`config.mk`:
```
export PLATFORM = sky130hd
export DESIGN_NAME = writeback_regfile
export DESIGN_NICKNAME = d
export VERILOG_FILES = /design/src/design/mem_stage_pkg.sv /design/src/design/writeback_regfile.sv
export SDC_FILE = /design/constraint.sdc
export NUM_CORES = 2
export LEC_CHECK = 0
export BUFFER_PORTS_ARGS = -buffer_cell sky130_fd_sc_hd__clkbuf_2
export CAP_MARGIN = 5
export CORE_UTILIZATION = 55
export CTS_CLUSTER_DIAMETER = 150
export DETAILED_ROUTE_END_ITERATION = 8
export GPL_ROUTABILITY_DRIVEN = 0
export PLACE_DENSITY = 0.75
export REMOVE_ABC_BUFFERS = 1
export SLEW_MARGIN = 5
export SYNTH_ARGS = -nofsm -noshare
export SYNTH_HDL_FRONTEND = slang
export SYNTH_SLANG_ARGS = --single-unit
```
`constraint.sdc`:
```
create_clock -name iCLOCK -period 5.2 [get_ports iCLOCK]
set_input_delay 1.04 -clock iCLOCK [delete_from_list [all_inputs] [get_ports iCLOCK]]
set_output_delay 1.04 -clock iCLOCK [all_outputs]
set_load 0.005 [all_outputs]
```
`src/design/mem_stage_pkg.sv`:
```
`default_nettype none

package mem_stage_pkg;

	// ----------------------------------------------------------
	// Widths
	// ----------------------------------------------------------
	localparam int DATA_W    = 32;
	localparam int REG_IDX_W = 5;

	// ----------------------------------------------------------
	// Data port encodings
	// ----------------------------------------------------------

	// Size of a memory access, NONE is never issued
	typedef enum logic [1:0] {
		BYTE = 2'b00,
		HALF = 2'b01,
		WORD = 2'b10,
		NONE = 2'b11
	} mem_order_t;

	typedef enum logic {
		READ  = 1'b0,
		WRITE = 1'b1
	} mem_rw_t;

	// ----------------------------------------------------------
	// Memory stage state machines
	// ----------------------------------------------------------
	typedef enum logic {
		IDLE = 1'b0,
		WAIT = 1'b1
	} dataio_state_t;

	typedef enum logic {
		PASS      = 1'b0,
		WAIT_DATA = 1'b1
	} next_state_t;

endpackage

`default_nettype wire

```
`src/design/writeback_regfile.sv`:
```
`timescale 1ns/1ps
`default_nettype none

module writeback_regfile (
	input  wire                                iCLOCK,
	input  wire                                inRESET,
	input  wire                                next_valid,
	input  wire [mem_stage_pkg::DATA_W-1:0]    next_data,
	input  wire [mem_stage_pkg::REG_IDX_W-1:0] next_dest,
	input  wire                                next_dest_sysreg,
	input  wire                                next_writeback,
	input  wire [mem_stage_pkg::REG_IDX_W-1:0] rd_addr,
	input  wire                                rd_sysreg,
	output logic [mem_stage_pkg::DATA_W-1:0]   rd_data
);
	import mem_stage_pkg::*;

	localparam int NUM_REGS = 2 ** REG_IDX_W;

	// First index picks the file, 0 for general and 1 for system registers
	logic [DATA_W-1:0] regs [2][NUM_REGS];
	logic              wr_en;

	assign wr_en = next_valid && next_writeback;

	// ----------------------------------------------------------
	// Write port
	// ----------------------------------------------------------
	always_ff @(posedge iCLOCK or negedge inRESET) begin
		if (!inRESET) begin
			for (int f = 0; f < 2; f++) begin
				for (int r = 0; r < NUM_REGS; r++)
					regs[f][r] <= '0;
			end
		end else if (wr_en) begin
			regs[next_dest_sysreg][next_dest] <= next_data;
		end
	end

	// ----------------------------------------------------------
	// Observation read port
	// ----------------------------------------------------------
	assign rd_data = regs[rd_sysreg][rd_addr];

endmodule

`default_nettype wire

```
==> impl_metrics.yaml <==
clock_network:
  clock-sinks: 2048
  cts_tree: "done"
  insertion_delay_ns: 0.86
  cts_buffers: 206
  post-cts-setup-buffers: 0
  clockBufferDepth: 3
  htreeDepth: 4
  path_clk_slew_ns: 0.06
  cts_root_buffer: "clkbuf_16"
pwr:
  leakage_nw: 48.94
  vdd_drop_max_mv: 0.3335
  power_density_mw_per_mm2: 358.1
sta:
  final_hold_viol_count: 0
  fin_ws_ns: 0.01306
  finClkSkew_ns: 0
  holdWs_ns: 0.2424
  setup_viol: 0
  slew_headroom: 0.01829
  slew_violations: 0
  worstMarginPinSlew_ns: 1.473
  rsz0062_at_grt: "no"
  max_freq_mhz: 192.8
  fin_crit_ns: 5.187
  setup_tns_ns: 0
  min_period_over_period: 0.9975
finish:
  final_core_util: 0.6197
  top_register: "regs"
  largest_reg_flops: 2048
  final_area_mm2: 0.1035
  final_nets: 5883
  area_delta_synth_final_pct: 12.06
  nFillCells: 12007
  drive_above_1_share: 0.5546
  largestRegisters: "regs x2048"
worst_setup_path:
  required_ns: 4.16
  path_class: "input port to output pin"
  endpoint_kind: "output pin"
  crit_path_start_kind: "input port"
  cp_max_fo: 52
  cp.arrival_ns: 4.15
route:
  ant_nets: 0
  vias: 54135
  drt_pass1_iterations: 7
  dr_wl_met3_um: 20240
  wl_per_cell_um: 31.17
  route.detailed.drc: 0
  drt-initial-drc-count: 5088
  vias_per_cell: 6.595
  highest_layer: "met5"
  routed_wl_um: 255900
  dr_wl_met2_um: 120000
  met1_length_um: 105700
placement:
  port_buffers: 79
  hpwl_um: 153300
  place_ws_ns: -0.04711
  placed_area_mm2: 0.09648
synth:
  synthArstFlopShare: 1.000
  avgSynthCellArea_um2: 15.82
  netlist-cell-type-count: 49
  ys.flop_type: "dfrtp_1"
  synth_edf_count: 0
  ys_seq_area_frac: 0.5548
  synth_cells: 5839
  syn-cell-area_mm2: 0.09237
  synth_warnings: 0
  ys_ff_latch: 2048
floorplanning:
  row_count: 150
  initial_core_util: 0.5530
  pin_count: 80
  die-area_mm2: 0.1696
  core_mm2: 0.1670
  die_y_um: 411.8
  die_x_um: 411.8
run:
  maxCapViolCount: 0
global_route:
  grt_pass1_wl_um: 383700
  grt_use_total: 0.3077
  grt_max_degree: 144
  antenna_found_initial: 10
  grt-ovfl-total: 0
  grt_pass1_vias: 57113
outcome:
  status: "completed"
hold_path:
  hold_path.class: "input port to asynchronous set/reset pin"
[through the flow]
stage | std cells | total power, mW
after floorplan | 5236 | 20.09
after global placement | 7831 | 21.79
after detailed placement | 7831 | 21.99
after CTS | 8206 | 37.20
after global routing | 8207 | 38.25
final | 8208 | 37.07
[worst max-delay path: stages]
cell      delay, ns
buf_8          0.50
buf_4          0.32
mux4_2         0.50
mux2i_1        0.29
a21oi_1        0.17
a31oi_1        0.70
buf_4          0.24
a221oi_1       0.11
clkbuf_2       0.19
[kinds of logic after synthesis]
group | count (synthesis) | share of synthesized area
DFF | 2048 | 0.5548
and+or+nand+nor | 279 | 0.01445
buffers and inverters | 607 | 0.02932
muxes | 2636 | 0.3809
AOI/OAI and AO/OA | 269 | 0.02049
[Yosys cell counts (21+ instances only)]
cell type / instances / share of area
a211oi_1: 27 / 0.0022
nor3_1: 22 / 0.0012
buf_2: 127 / 0.0069
clkbuf_1: 347 / 0.014
mux2i_1: 88 / 0.0095
dfrtp_1: 2048 / 0.55
a21oi_1: 23 / 0.0012
mux4_2: 488 / 0.12
buf_4: 31 / 0.0025
o221ai_1: 23 / 0.0022
buf_1: 81 / 0.0033
nor4_1: 22 / 0.0015
mux2_2: 2052 / 0.25
nand3_1: 21 / 0.0011
nor2_1: 72 / 0.0029
o22ai_1: 122 / 0.0083
nand2_1: 83 / 0.0034
[repair_timing]
item	CTS	global route
cloned	0	0
setup endpoints to repair	1	4
hold buffers	0	0
gates resized for setup	1	4
[power by group]
part	leakage [nW]	internal [mW]	switching, mW
Combinational	17.6	1.97	1.88
Clock	3.45	8.97	6.34
Sequential	27.9	17.2	0.663
Total	48.9	28.2	8.88
[area by class of cell]
type,count,area [um^2],area share
sequential,2048,51250,0.4951
multi-input combinational,3184,38850,0.3754
clock inverter,57,838.3,0.008099
clock buffer,318,6160,0.05951
antenna,2,5.005,0.00004835
inverter,4,15.01,0.0001450
timing repair buffer,391,3633,0.03510
tap,2204,2758,0.02664
[layer usage]
metal,global-route usage,up-vias
met5,0,-
met4,0.1170,2
met3,0.06702,514
met2,0.4760,2092
met1,0.4288,29768
li1,-,21759
[cell usage in the layout (no fill, tap or decap), types with 12 or more instances in the layout]
cell | netlist | routed
a221oi_1 | 12 | 12
dfrtp_1 | 2048 | 2048
buf_12 | 1 | 69
buf_4 | 31 | 244
clkbuf_8 | 0 | 52
nor2_1 | 72 | 24
o22ai_1 | 122 | 122
clkbuf_1 | 347 | 57
nand2_1 | 83 | 69
nor4_1 | 22 | 18
mux2_2 | 2052 | 2052
mux2i_1 | 88 | 88
bufinv_16 | 0 | 17
nor3_1 | 22 | 21
nand2_2 | 0 | 13
a211oi_1 | 27 | 27
nor2_4 | 0 | 48
o22a_1 | 20 | 20
clkbuf_16 | 0 | 209
nor2b_1 | 16 | 15
clkinv_2 | 0 | 29
a21oi_1 | 23 | 22
nand3_1 | 21 | 21
mux4_2 | 488 | 488
o221ai_1 | 23 | 23
clkbuf_2 | 0 | 74
[path summary, 6_finish.rpt]
kind | from | to | slack, ns | cells after the start
hold / removal | inRESET | regs[664] | 0.24 | 1
max in group asynchronous | inRESET | regs[2017] | 3.39 | 2
min in group iCLOCK | regs[883] | regs[883] | 0.50 | 1
setup reg to reg | regs[430] | regs[430] | 4.39 | 1
setup / recovery | rd_addr[0] | rd_data[27] | 0.01 | 9
hold reg to reg | regs[883] | regs[883] | 0.50 | 1
No activity file was read; power rests on OpenSTA's default activity.
