**config.mk**
```make
export PLATFORM = sky130hd
export DESIGN_NAME = issue_register
export DESIGN_NICKNAME = d
export VERILOG_FILES = /design/src/design/mem_stage_pkg.sv /design/src/design/issue_register.sv
export SDC_FILE = /design/constraint.sdc
export NUM_CORES = 1
export LEC_CHECK = 0
export BUFFER_PORTS_ARGS = -buffer_cell sky130_fd_sc_hd__buf_2
export CAP_MARGIN = 5
export CORE_MARGIN = 3
export CORE_UTILIZATION = 44
export DETAILED_ROUTE_END_ITERATION = 12
export GPL_TIMING_DRIVEN = 1
export PLACE_DENSITY = 0.82
export SYNTH_ARGS = -nofsm -noshare
export SYNTH_HDL_FRONTEND = slang
export SYNTH_SLANG_ARGS = --single-unit
```
**constraint.sdc**
```tcl
create_clock -name iCLOCK -period 1.3 [get_ports iCLOCK]
set_input_delay 0.26 -clock iCLOCK [delete_from_list [all_inputs] [get_ports iCLOCK]]
set_output_delay 0.26 -clock iCLOCK [all_outputs]
set_load 0.02 [all_outputs]
```
**src/design/mem_stage_pkg.sv**
```systemverilog
`default_nettype none

package mem_stage_pkg;

	// ----------------------------------------------------------
	// Widths
	// ----------------------------------------------------------
	localparam int DATA_W    = 32;
	localparam int REG_IDX_W = 5;

	// ----------------------------------------------------------
	// Data port encodings
	// ----------------------------------------------------------

	// Size of a memory access, NONE is never issued
	typedef enum logic [1:0] {
		BYTE = 2'b00,
		HALF = 2'b01,
		WORD = 2'b10,
		NONE = 2'b11
	} mem_order_t;

	typedef enum logic {
		READ  = 1'b0,
		WRITE = 1'b1
	} mem_rw_t;

	// ----------------------------------------------------------
	// Memory stage state machines
	// ----------------------------------------------------------
	typedef enum logic {
		IDLE = 1'b0,
		WAIT = 1'b1
	} dataio_state_t;

	typedef enum logic {
		PASS      = 1'b0,
		WAIT_DATA = 1'b1
	} next_state_t;

endpackage

`default_nettype wire

```
**src/design/issue_register.sv**
```systemverilog
`timescale 1ns/1ps
`default_nettype none

module issue_register (
	input  wire                                 iCLOCK,
	input  wire                                 inRESET,
	input  wire                                 flush,
	input  wire                                 lock,
	input  wire                                 in_valid,
	input  wire [mem_stage_pkg::DATA_W-1:0]     in_data,
	input  wire [mem_stage_pkg::REG_IDX_W-1:0]  in_dest,
	input  wire                                 in_dest_sysreg,
	input  wire                                 in_writeback,
	input  wire                                 in_mem_valid,
	input  wire [mem_stage_pkg::DATA_W-1:0]     in_mem_addr,
	input  wire [mem_stage_pkg::DATA_W-1:0]     in_mem_wdata,
	input  wire mem_stage_pkg::mem_rw_t         in_mem_rw,
	input  wire mem_stage_pkg::mem_order_t      in_mem_order,
	output logic                                prev_valid,
	output logic [mem_stage_pkg::DATA_W-1:0]    prev_data,
	output logic [mem_stage_pkg::REG_IDX_W-1:0] prev_dest,
	output logic                                prev_dest_sysreg,
	output logic                                prev_writeback,
	output logic                                prev_mem_valid,
	output logic [mem_stage_pkg::DATA_W-1:0]    prev_mem_addr,
	output logic [mem_stage_pkg::DATA_W-1:0]    prev_mem_wdata,
	output mem_stage_pkg::mem_rw_t              prev_mem_rw,
	output mem_stage_pkg::mem_order_t           prev_mem_order
);
	import mem_stage_pkg::*;

	// The valids are the only state that flush has to kill
	always_ff @(posedge iCLOCK or negedge inRESET) begin
		if (!inRESET) begin
			prev_valid     <= 1'b0;
			prev_mem_valid <= 1'b0;
		end else if (flush) begin
			prev_valid     <= 1'b0;
			prev_mem_valid <= 1'b0;
		end else if (!lock) begin
			prev_valid     <= in_valid;
			prev_mem_valid <= in_mem_valid;
		end
	end

	always_ff @(posedge iCLOCK) begin
		if (!lock) begin
			prev_data        <= in_data;
			prev_dest        <= in_dest;
			prev_dest_sysreg <= in_dest_sysreg;
			prev_writeback   <= in_writeback;
			prev_mem_addr    <= in_mem_addr;
			prev_mem_wdata   <= in_mem_wdata;
			prev_mem_rw      <= in_mem_rw;
			prev_mem_order   <= in_mem_order;
		end
	end

	// Execute side must never hand over a sizeless memory operation
	assert property (@(posedge iCLOCK) disable iff (!inRESET)
		prev_mem_valid |-> prev_mem_order != NONE)
		else $error("FAIL %0t prev_mem_order expected !NONE actual %0d",
			$time, prev_mem_order);

endmodule

`default_nettype wire

```
==> impl_metrics.json <==
{
  "path_max_fanout": 1,
  "worst_pin_slew_ns": 0.312,
  "post_cts_buffers": 0,
  "antenna_cells": 0,
  "crit_required_ns": 1.04,
  "dp_hpwl_mm": 5.77,
  "cp.arrival_ns": 0.93,
  "overflow": 0,
  "timing.hold.ws_ns": 0.0817,
  "grt_pass1_wl_mm": 10.7,
  "die_x_microns": 92.1,
  "place_ws_ns": 0.130,
  "cts_root_buf": "clkbuf_8",
  "yosys.cell_types.count": 5,
  "cts_hold_buf": 1,
  "wl_met1_mm": 2.44,
  "syn_area_sq_um": 3260,
  "finalClockSkew_ns": 0,
  "viasPerCell": 4.48,
  "clkTransAtPathRegs_ns": 0.10,
  "drtIter0Drc": 70,
  "dpl_cell_area_sq_um": 4520,
  "powerDensity_nw_per_um2": 1510,
  "fin_crit_sh_pct": 91.2,
  "cp-start-kind": "flip-flop",
  "vdd_ir_drop_max_uv": 918,
  "r2r-start": "prev_mem_valid",
  "cp-end-kind": "output port",
  "slew_headroom_pct": 79.2,
  "setup_slack_ns": 0.115,
  "clock-sinks": 108,
  "p_leak_nw": 2.08,
  "fin_setup_tns_ns": 0,
  "first_pass_iters": 4,
  "ff2ff_path_depth": 2,
  "max_freq_mhz": 844,
  "die_h_microns": 92.1,
  "met3_length_microns": 977,
  "layout_commonest_cell": "buf_2",
  "slowest_delay_ns": 0.41,
  "portBuffers": 219,
  "layout_common_cells": "buf_2, edfxtp_1, clkbuf_8",
  "insertion_delay_ns": 0.34,
  "final_area_sq_um": 4750,
  "maxCapViolCount": 0,
  "grt_usage_pct": 17.2,
  "cts-resized-gates": 0,
  "seq_area_frac_synth_pct": 99.0,
  "max-clock-path-buffers": 2,
  "synthCells": 113,
  "routed.top_layer": "met5",
  "drtAntennaViolNets": 0,
  "syn2layout_area_growth_pct": 45.5,
  "min_path_cells": 2,
  "rsz0062_at_grt": "false",
  "vias": 2004,
  "final_cells": 447,
  "grt_max_degree": 60,
  "cts-htree-levels": 3,
  "ys_seq_elements": 108,
  "ioPinCount": 220,
  "fp-row-count": 30,
  "cp_top_family": "flip-flops",
  "outcome": "finished clean",
  "gp_congestion": 0.705,
  "slowest_stage": "edfxtp_1",
  "wire_per_inst_microns": 16.7,
  "rr_endpoint": "prev_mem_valid",
  "antenna_found_initial": 3,
  "hold_violations": 0,
  "core_sq_um": 6980,
  "drcViolationCount": 0,
  "start_util_pct": 46.8,
  "fin_crit_ns": 1.19,
  "cts_tree": "done",
  "ys_warn_count": 0,
  "grt_pass1_vias": 2060,
  "cts_inserted_buffers": 9,
  "worstSetupPathType": "reg -> out",
  "crit_chain": "buf_2",
  "drive_gt1_share_pct": 67.5,
  "min-delay-start": "flush",
  "syn_area_per_cell_sq_um": 28.9,
  "cp_num_buf_inv": 1,
  "final_net_count": 458,
  "hp-class": "in -> reg",
  "whs_endpoint": "prev_valid",
  "die_area_sq_um": 8490,
  "wirelength_mm": 7.46,
  "setup_viol": 0,
  "placed_cells_incl_taps": 430,
  "finalMaxSlewViolations": 0,
  "reg2reg_slack_ns": 0.60,
  "synth_fp_nets": 225,
  "wl_met2_mm": 3.92
}
[synthesized netlist by cell type]
cell type / n / area (sq um)
dfrtp_1: 2 / 50.1
inv_1: 1 / 3.75
nor2_1: 2 / 7.51
mux2i_1: 2 / 20.0
edfxtp_1: 106 / 3180
[layer usage]
metal / GRT usage (%) / vias up
met3: 8.37 / 13
met4: 5.94 / 6
met1: 17.1 / 930
met2: 31.1 / 137
met5: 0 / -
li1: - / 918
[worst max-delay path by stage]
stage	start	to	depth (start not counted)
after floorplan	lock	prev_data[0]	1
after global placement	lock	prev_mem_addr[24]	3
after detailed placement	lock	prev_mem_order[0]	3
after CTS	prev_mem_wdata[31]	prev_mem_wdata[31]	1
after global routing	prev_mem_wdata[0]	prev_mem_wdata[0]	1
final	prev_mem_addr[28]	prev_mem_addr[28]	1
[cells by family after synthesis]
group                  Yosys count  synth area share [%]
DFF                            108                  99.0
and+or+nand+nor                  2                 0.230
muxes                            2                 0.613
buffers and inverters            1                 0.115
[layout make-up]
type	count	area [sq um]
inverters	1	7.51
clock inverters	6	87.6
fillers	498	2230
flip-flops and latches	108	3230
well taps	96	120
repair buffers	222	1150
multi-input cells	4	27.5
clock buffers	10	128
[power breakdown]
part,leakage (nW),internal [W],switching [W]
sequential,1.06,0.00412,0.0000640
combinational,0.902,0.000306,0.000563
clock,0.111,0.00109,0.00105
total,2.08,0.00552,0.00168
[per-stage QoR]
stage | util (%) | total power (W)
2_1_floorplan | - | 0.00469
3_3_place_gp | 64.8 | 0.00511
3_5_place_dp | 64.8 | 0.00515
4_1_cts | 68.0 | 0.00727
5_1_grt | 68.0 | 0.00747
6_report | 68.0 | 0.00719
[worst register-to-register path, stage by stage, from the launching register on]
cell and delay, ns:
dfrtp_1 0.40, mux2i_1 0.14, nor2_1 0.06
[state kept, by name, indices dropped and copies added (netlist names), 2 cells and up]
register / flops
prev_mem_order: 2
prev_data: 32
prev_mem_addr: 32
prev_mem_wdata: 32
prev_dest: 5
Note: power is estimated with default switching activity, not from simulation.
