File: src/design/mem_stage_pkg.sv
`default_nettype none

package mem_stage_pkg;

	// ----------------------------------------------------------
	// Widths
	// ----------------------------------------------------------
	localparam int DATA_W    = 32;
	localparam int REG_IDX_W = 5;

	// ----------------------------------------------------------
	// Data port encodings
	// ----------------------------------------------------------

	// Size of a memory access, NONE is never issued
	typedef enum logic [1:0] {
		BYTE = 2'b00,
		HALF = 2'b01,
		WORD = 2'b10,
		NONE = 2'b11
	} mem_order_t;

	typedef enum logic {
		READ  = 1'b0,
		WRITE = 1'b1
	} mem_rw_t;

	// ----------------------------------------------------------
	// Memory stage state machines
	// ----------------------------------------------------------
	typedef enum logic {
		IDLE = 1'b0,
		WAIT = 1'b1
	} dataio_state_t;

	typedef enum logic {
		PASS      = 1'b0,
		WAIT_DATA = 1'b1
	} next_state_t;

endpackage

`default_nettype wire

File: src/design/memory_stage.sv
`timescale 1ns/1ps
`default_nettype none

module memory_stage (
	input  wire                                 iCLOCK,
	input  wire                                 inRESET,
	input  wire                                 flush,
	input  wire                                 prev_valid,
	input  wire [mem_stage_pkg::DATA_W-1:0]     prev_data,
	input  wire [mem_stage_pkg::REG_IDX_W-1:0]  prev_dest,
	input  wire                                 prev_dest_sysreg,
	input  wire                                 prev_writeback,
	input  wire                                 prev_mem_valid,
	input  wire [mem_stage_pkg::DATA_W-1:0]     prev_mem_addr,
	input  wire [mem_stage_pkg::DATA_W-1:0]     prev_mem_wdata,
	input  wire mem_stage_pkg::mem_rw_t         prev_mem_rw,
	input  wire mem_stage_pkg::mem_order_t      prev_mem_order,
	output logic                                lock,
	output logic                                req,
	output mem_stage_pkg::mem_order_t           req_order,
	output mem_stage_pkg::mem_rw_t              req_rw,
	output logic [mem_stage_pkg::DATA_W-1:0]    req_addr,
	output logic [mem_stage_pkg::DATA_W-1:0]    req_wdata,
	input  wire                                 busy,
	input  wire                                 resp,
	input  wire [mem_stage_pkg::DATA_W-1:0]     resp_data,
	output logic                                next_valid,
	output logic [mem_stage_pkg::DATA_W-1:0]    next_data,
	output logic [mem_stage_pkg::REG_IDX_W-1:0] next_dest,
	output logic                                next_dest_sysreg,
	output logic                                next_writeback
);
	import mem_stage_pkg::*;

	dataio_state_t dataio_state;
	next_state_t   next_state;
	logic          start_mem;
	logic          orphan;
	logic          aligned;

	// Nothing moves while the data memory is working on an access
	assign lock      = busy;
	assign start_mem = prev_mem_valid && !lock && (dataio_state == IDLE);

	// ----------------------------------------------------------
	// Request side
	// ----------------------------------------------------------
	always_ff @(posedge iCLOCK or negedge inRESET) begin
		if (!inRESET) begin
			dataio_state <= IDLE;
			req          <= 1'b0;
			orphan       <= 1'b0;
		end else if (flush) begin
			dataio_state <= IDLE;
			req          <= 1'b0;
			// An access already sent is still answered by the memory
			orphan       <= (orphan || dataio_state == WAIT) && !resp;
		end else begin
			req <= 1'b0;
			if (resp)
				orphan <= 1'b0;
			case (dataio_state)
				IDLE: begin
					if (start_mem) begin
						dataio_state <= WAIT;
						req          <= 1'b1;
					end
				end
				WAIT: begin
					if (resp)
						dataio_state <= IDLE;
				end
				default: dataio_state <= IDLE;
			endcase
		end
	end

	always_ff @(posedge iCLOCK) begin
		if (start_mem) begin
			req_order <= prev_mem_order;
			req_rw    <= prev_mem_rw;
			req_addr  <= prev_mem_addr;
			req_wdata <= prev_mem_wdata;
		end
	end

	// ----------------------------------------------------------
	// Result side
	// ----------------------------------------------------------
	always_ff @(posedge iCLOCK or negedge inRESET) begin
		if (!inRESET) begin
			next_state <= PASS;
			next_valid <= 1'b0;
		end else if (flush) begin
			next_state <= PASS;
			next_valid <= 1'b0;
		end else begin
			next_valid <= 1'b0;
			case (next_state)
				PASS: begin
					if (!lock) begin
						if (prev_mem_valid)
							next_state <= WAIT_DATA;
						else
							next_valid <= prev_valid;
					end
				end
				WAIT_DATA: begin
					if (resp) begin
						next_state <= PASS;
						next_valid <= 1'b1;
					end
				end
				default: next_state <= PASS;
			endcase
		end
	end

	// Destination fields of a load stay parked here until the response
	always_ff @(posedge iCLOCK) begin
		if (next_state == PASS && !lock) begin
			next_data        <= prev_data;
			next_dest        <= prev_dest;
			next_dest_sysreg <= prev_dest_sysreg;
			next_writeback   <= prev_writeback;
		end else if (next_state == WAIT_DATA && resp) begin
			next_data <= resp_data;
		end
	end

	always_comb begin
		case (prev_mem_order)
			HALF:    aligned = !prev_mem_addr[0];
			WORD:    aligned = (prev_mem_addr[1:0] == 2'b00);
			default: aligned = 1'b1;
		endcase
	end

	assert property (@(posedge iCLOCK) disable iff (!inRESET) req |=> !req)
		else $error("FAIL %0t req expected 0 actual 1", $time);

	// A response with no request outstanding must belong to a flushed access
	assert property (@(posedge iCLOCK) disable iff (!inRESET)
		(resp && dataio_state == IDLE) |-> orphan)
		else $error("FAIL %0t resp expected 0 actual 1", $time);

	assert property (@(posedge iCLOCK) disable iff (!inRESET) start_mem |-> aligned)
		else $error("FAIL %0t prev_mem_addr expected aligned actual %h",
			$time, prev_mem_addr);

endmodule

`default_nettype wire

File: config.mk
export PLATFORM = sky130hd
export DESIGN_NAME = memory_stage
export DESIGN_NICKNAME = d
export VERILOG_FILES = /design/src/design/mem_stage_pkg.sv /design/src/design/memory_stage.sv
export SDC_FILE = /design/constraint.sdc
export NUM_CORES = 1
export LEC_CHECK = 0
export BUFFER_PORTS_ARGS = -buffer_cell sky130_fd_sc_hd__buf_4
export CORE_AREA = 2 2 72 143
export CTS_CLUSTER_DIAMETER = 80
export CTS_CLUSTER_SIZE = 14
export DETAILED_ROUTE_END_ITERATION = 10
export DIE_AREA = 0 0 74 145
export PLACE_DENSITY = 0.76
export SYNTH_ARGS = -nofsm -noshare
export SYNTH_HDL_FRONTEND = slang
export SYNTH_SLANG_ARGS = --single-unit
File: constraint.sdc
create_clock -name iCLOCK -period 3.55 [get_ports iCLOCK]
set_input_delay 0.355 -clock iCLOCK [delete_from_list [all_inputs] [get_ports iCLOCK]]
set_output_delay 0.355 -clock iCLOCK [all_outputs]
set_load 0.05 [all_outputs]
==> reports/metrics.yaml <==
run_status:
  status: "finished clean"
detailed_routing:
  dr.first_iter.drc_count: 99
  routed_wl_mm: 9.35
  drc: 0
  wl_per_cell_um: 16.7
  vias: 2491
  ant_nets: 0
  routed_via_density: 4.46
  dr.pass1.iters: 4
timing:
  slew_headroom_pct: 28.7
  fmax_mhz: 501
  hold_viol_final: 0
  tightest_slew_ps: 1070
  layout_min_cycle_time_ps: 2000
  finalClockSkew_ps: 11.3
  setup-violations-final: 0
  tns_ps: 0
  finalMaxSlewViolations: 0
  rsz0062_at_grt: "no"
  finalCritPeriodShare_pct: 56.3
placement:
  place_hpwl_mm: 7.56
  place.gp.congestion: 0.751
  io_buffers: 253
clocking:
  cts_buffer_depth: 2
  cts-root-buf: "clkbuf_16"
  htree_levels: 3
  cts_tree: "yes"
  cts.sinks: 110
  clock_latency_ps: 340
  numCtsBuffers: 9
  postCtsResizedCells: 0
  cts.clk_slew.worst_paths_ps: 70
setup_path:
  rr_endpoint: "next_data[21]"
  cp-end-kind: "register"
  r2r_start: "next_state"
  path_class: "reg2reg"
  required_ps: 3630
  crit_fanout: 39
  worst_ep_arrival_time_ps: 2080
  r2r_cells: 2
  r2r_slack_ps: 1550
  critPathLaunchType: "register"
global_routing:
  grt_pass1_wl_mm: 13.7
  grt_overflow: 0
  antenna_found_initial: 0
  grt_pass1_vias: 2743
  grt_max_degree: 68
  grt_usage_pct: 17.7
power:
  p_leak_uw: 0.00258
  power_density_nw_per_um2: 504
  irDropWorstVdd_uv: 280
yosys:
  synth_common_cells: "106 x edfxtp_1, 31 x mux2_2, 4 x dfrtp_1"
  yosysMostFrequentCell: "edfxtp_1"
  synth_top_area_cell: "edfxtp_1"
  synth-seq-cells: 110
  synth.area.top_cells: "edfxtp_1 84%, mux2_2 9.3%, dfrtp_1 2.7%"
  synth_top_cell_area_share_pct: 84.5
  synth.distinct_cells: 16
  avgSynthCellArea_um2: 23.7
  synthCells: 159
  synth_edf_count: 106
  synth-async-reset-ratio_pct: 3.64
  ys_warn_count: 0
  synth_nets: 304
  synthFlopType: "edfxtp_1"
  syn_area_um2: 3770
  seq_area_frac_synth_pct: 87.1
cells_and_area:
  drive_gt1_share_pct: 71.1
  num-fill-cells: 731
  fin_util_pct: 63.5
  final_nets: 566
  antennaDiodeCount: 0
  syn_to_final_growth_pct: 62.3
worst_hold_path:
  holdCritStartpoint: "prev_dest_sysreg"
  hp-class: "in2reg"
  holdPathEnd: "next_dest_sysreg"
  hold_depth: 1
floorplan:
  fp.dieH_um: 145
  initial_core_util_pct: 39.1
  die_w_um: 74
  rows: 51
  ioPinCount: 254
  dieArea_um2: 10700
  core_area_um2: 9640
flow_run:
  cap_violations: 0
## per-layer routing
metal,global-route usage (%),vias to the layer above,wire [um]
met1,16.1,1146,2720
met4,9.18,0,386
li1,-,1151,-
met5,0,-,0
met2,32.1,163,5360
met3,6.46,31,885
## kinds of logic (layout without fill, tap and decap cells)
| kind of cell | Yosys count | count (layout) | share of synthesized area, % |
|---|---|---|---|
| compound gates | 4 | 4 | 0.531 |
| flops | 110 | 110 | 87.1 |
| mux | 32 | 32 | 9.56 |
| simple gates | 8 | 8 | 1.59 |
| buf+inv | 5 | 272 | 1.20 |
## state kept, by name, summed over array words and instances, names as in the netlist
register and count:
next_dest_sysreg 1, req_order 2, req_addr 32, next_state 1
next_valid 1, dataio_state 1, req 1, next_dest 5
req_wdata 32, req_rw 1, next_writeback 1, next_data 32
## layout by cell type (no fill, tap or decap)
master / n
edfxtp_1: 106
mux2_2: 31
or3b_2: 2
clkbuf_1: 3
mux2_1: 1
buf_4: 254
nor2_4: 1
or4b_1: 1
nand2b_1: 1
dlygate4sd3_1: 1
nor2_1: 1
clkbuf_16: 9
clkbuf_8: 1
dfrtp_1: 4
or2b_1: 1
a21oi_1: 3
nand2_1: 1
inv_2: 1
o21ai_4: 1
bufinv_16: 1
clkinvlp_4: 2
## where the power goes
part / internal [uW] / leakage [uW] / total [uW] / switching, uW
clock network: 567 / 0.000136 / 976 / 409
registers: 1520 / 0.00106 / 1540 / 21.5
logic: 219 / 0.00138 / 565 / 347
## worst max-delay path: stages, from the launching register on
cell,delay (ps)
dfrtp_1,470
nor2_4,830
mux2_2,430
## final cells by class
type	instances	area, um^2	area share [%]
clock inverter	3	45.0	0.736
multi-input combinational	44	452	7.39
clock buffer	13	250	4.09
tap	132	165	2.70
inverter	1	3.75	0.0614
timing repair buffer	255	1920	31.3
sequential	110	3280	53.7
## how the worst max path moves through the flow
stage	cells past startpoint	slack [ps]	to	from
finish	2	1550	next_data[21]	next_state
global placement	4	1470	req_wdata[4]	busy
CTS	2	1520	next_data[21]	next_state
detailed placement	4	1430	req_wdata[13]	busy
global route	2	1390	next_data[21]	next_state
floorplan	1	360	next_data[0]	next_state
## stage by stage
step | cells | area [um^2] | hold slack (ps) | power, uW | worst slack, ps
floorplan | 159 | 3770 | 59.4 | 1890 | 355
global placement | 541 | 5810 | 151 | 2130 | 1470
detailed placement | 541 | 5810 | 153 | 2140 | 1430
CTS | 558 | 6120 | 169 | 3120 | 1520
global route | 558 | 6120 | 166 | 3190 | 1390
finish | 558 | 6120 | 187 | 3080 | 1550
## timing repair
item / in CTS / in global routing
setup buffers: 0 / 0
setup endpoints to repair: 0 / 0
hold buffers: 1 / 0
endpoints found under the hold margin: 4 / 0
Power figures use the tool's default switching activity.
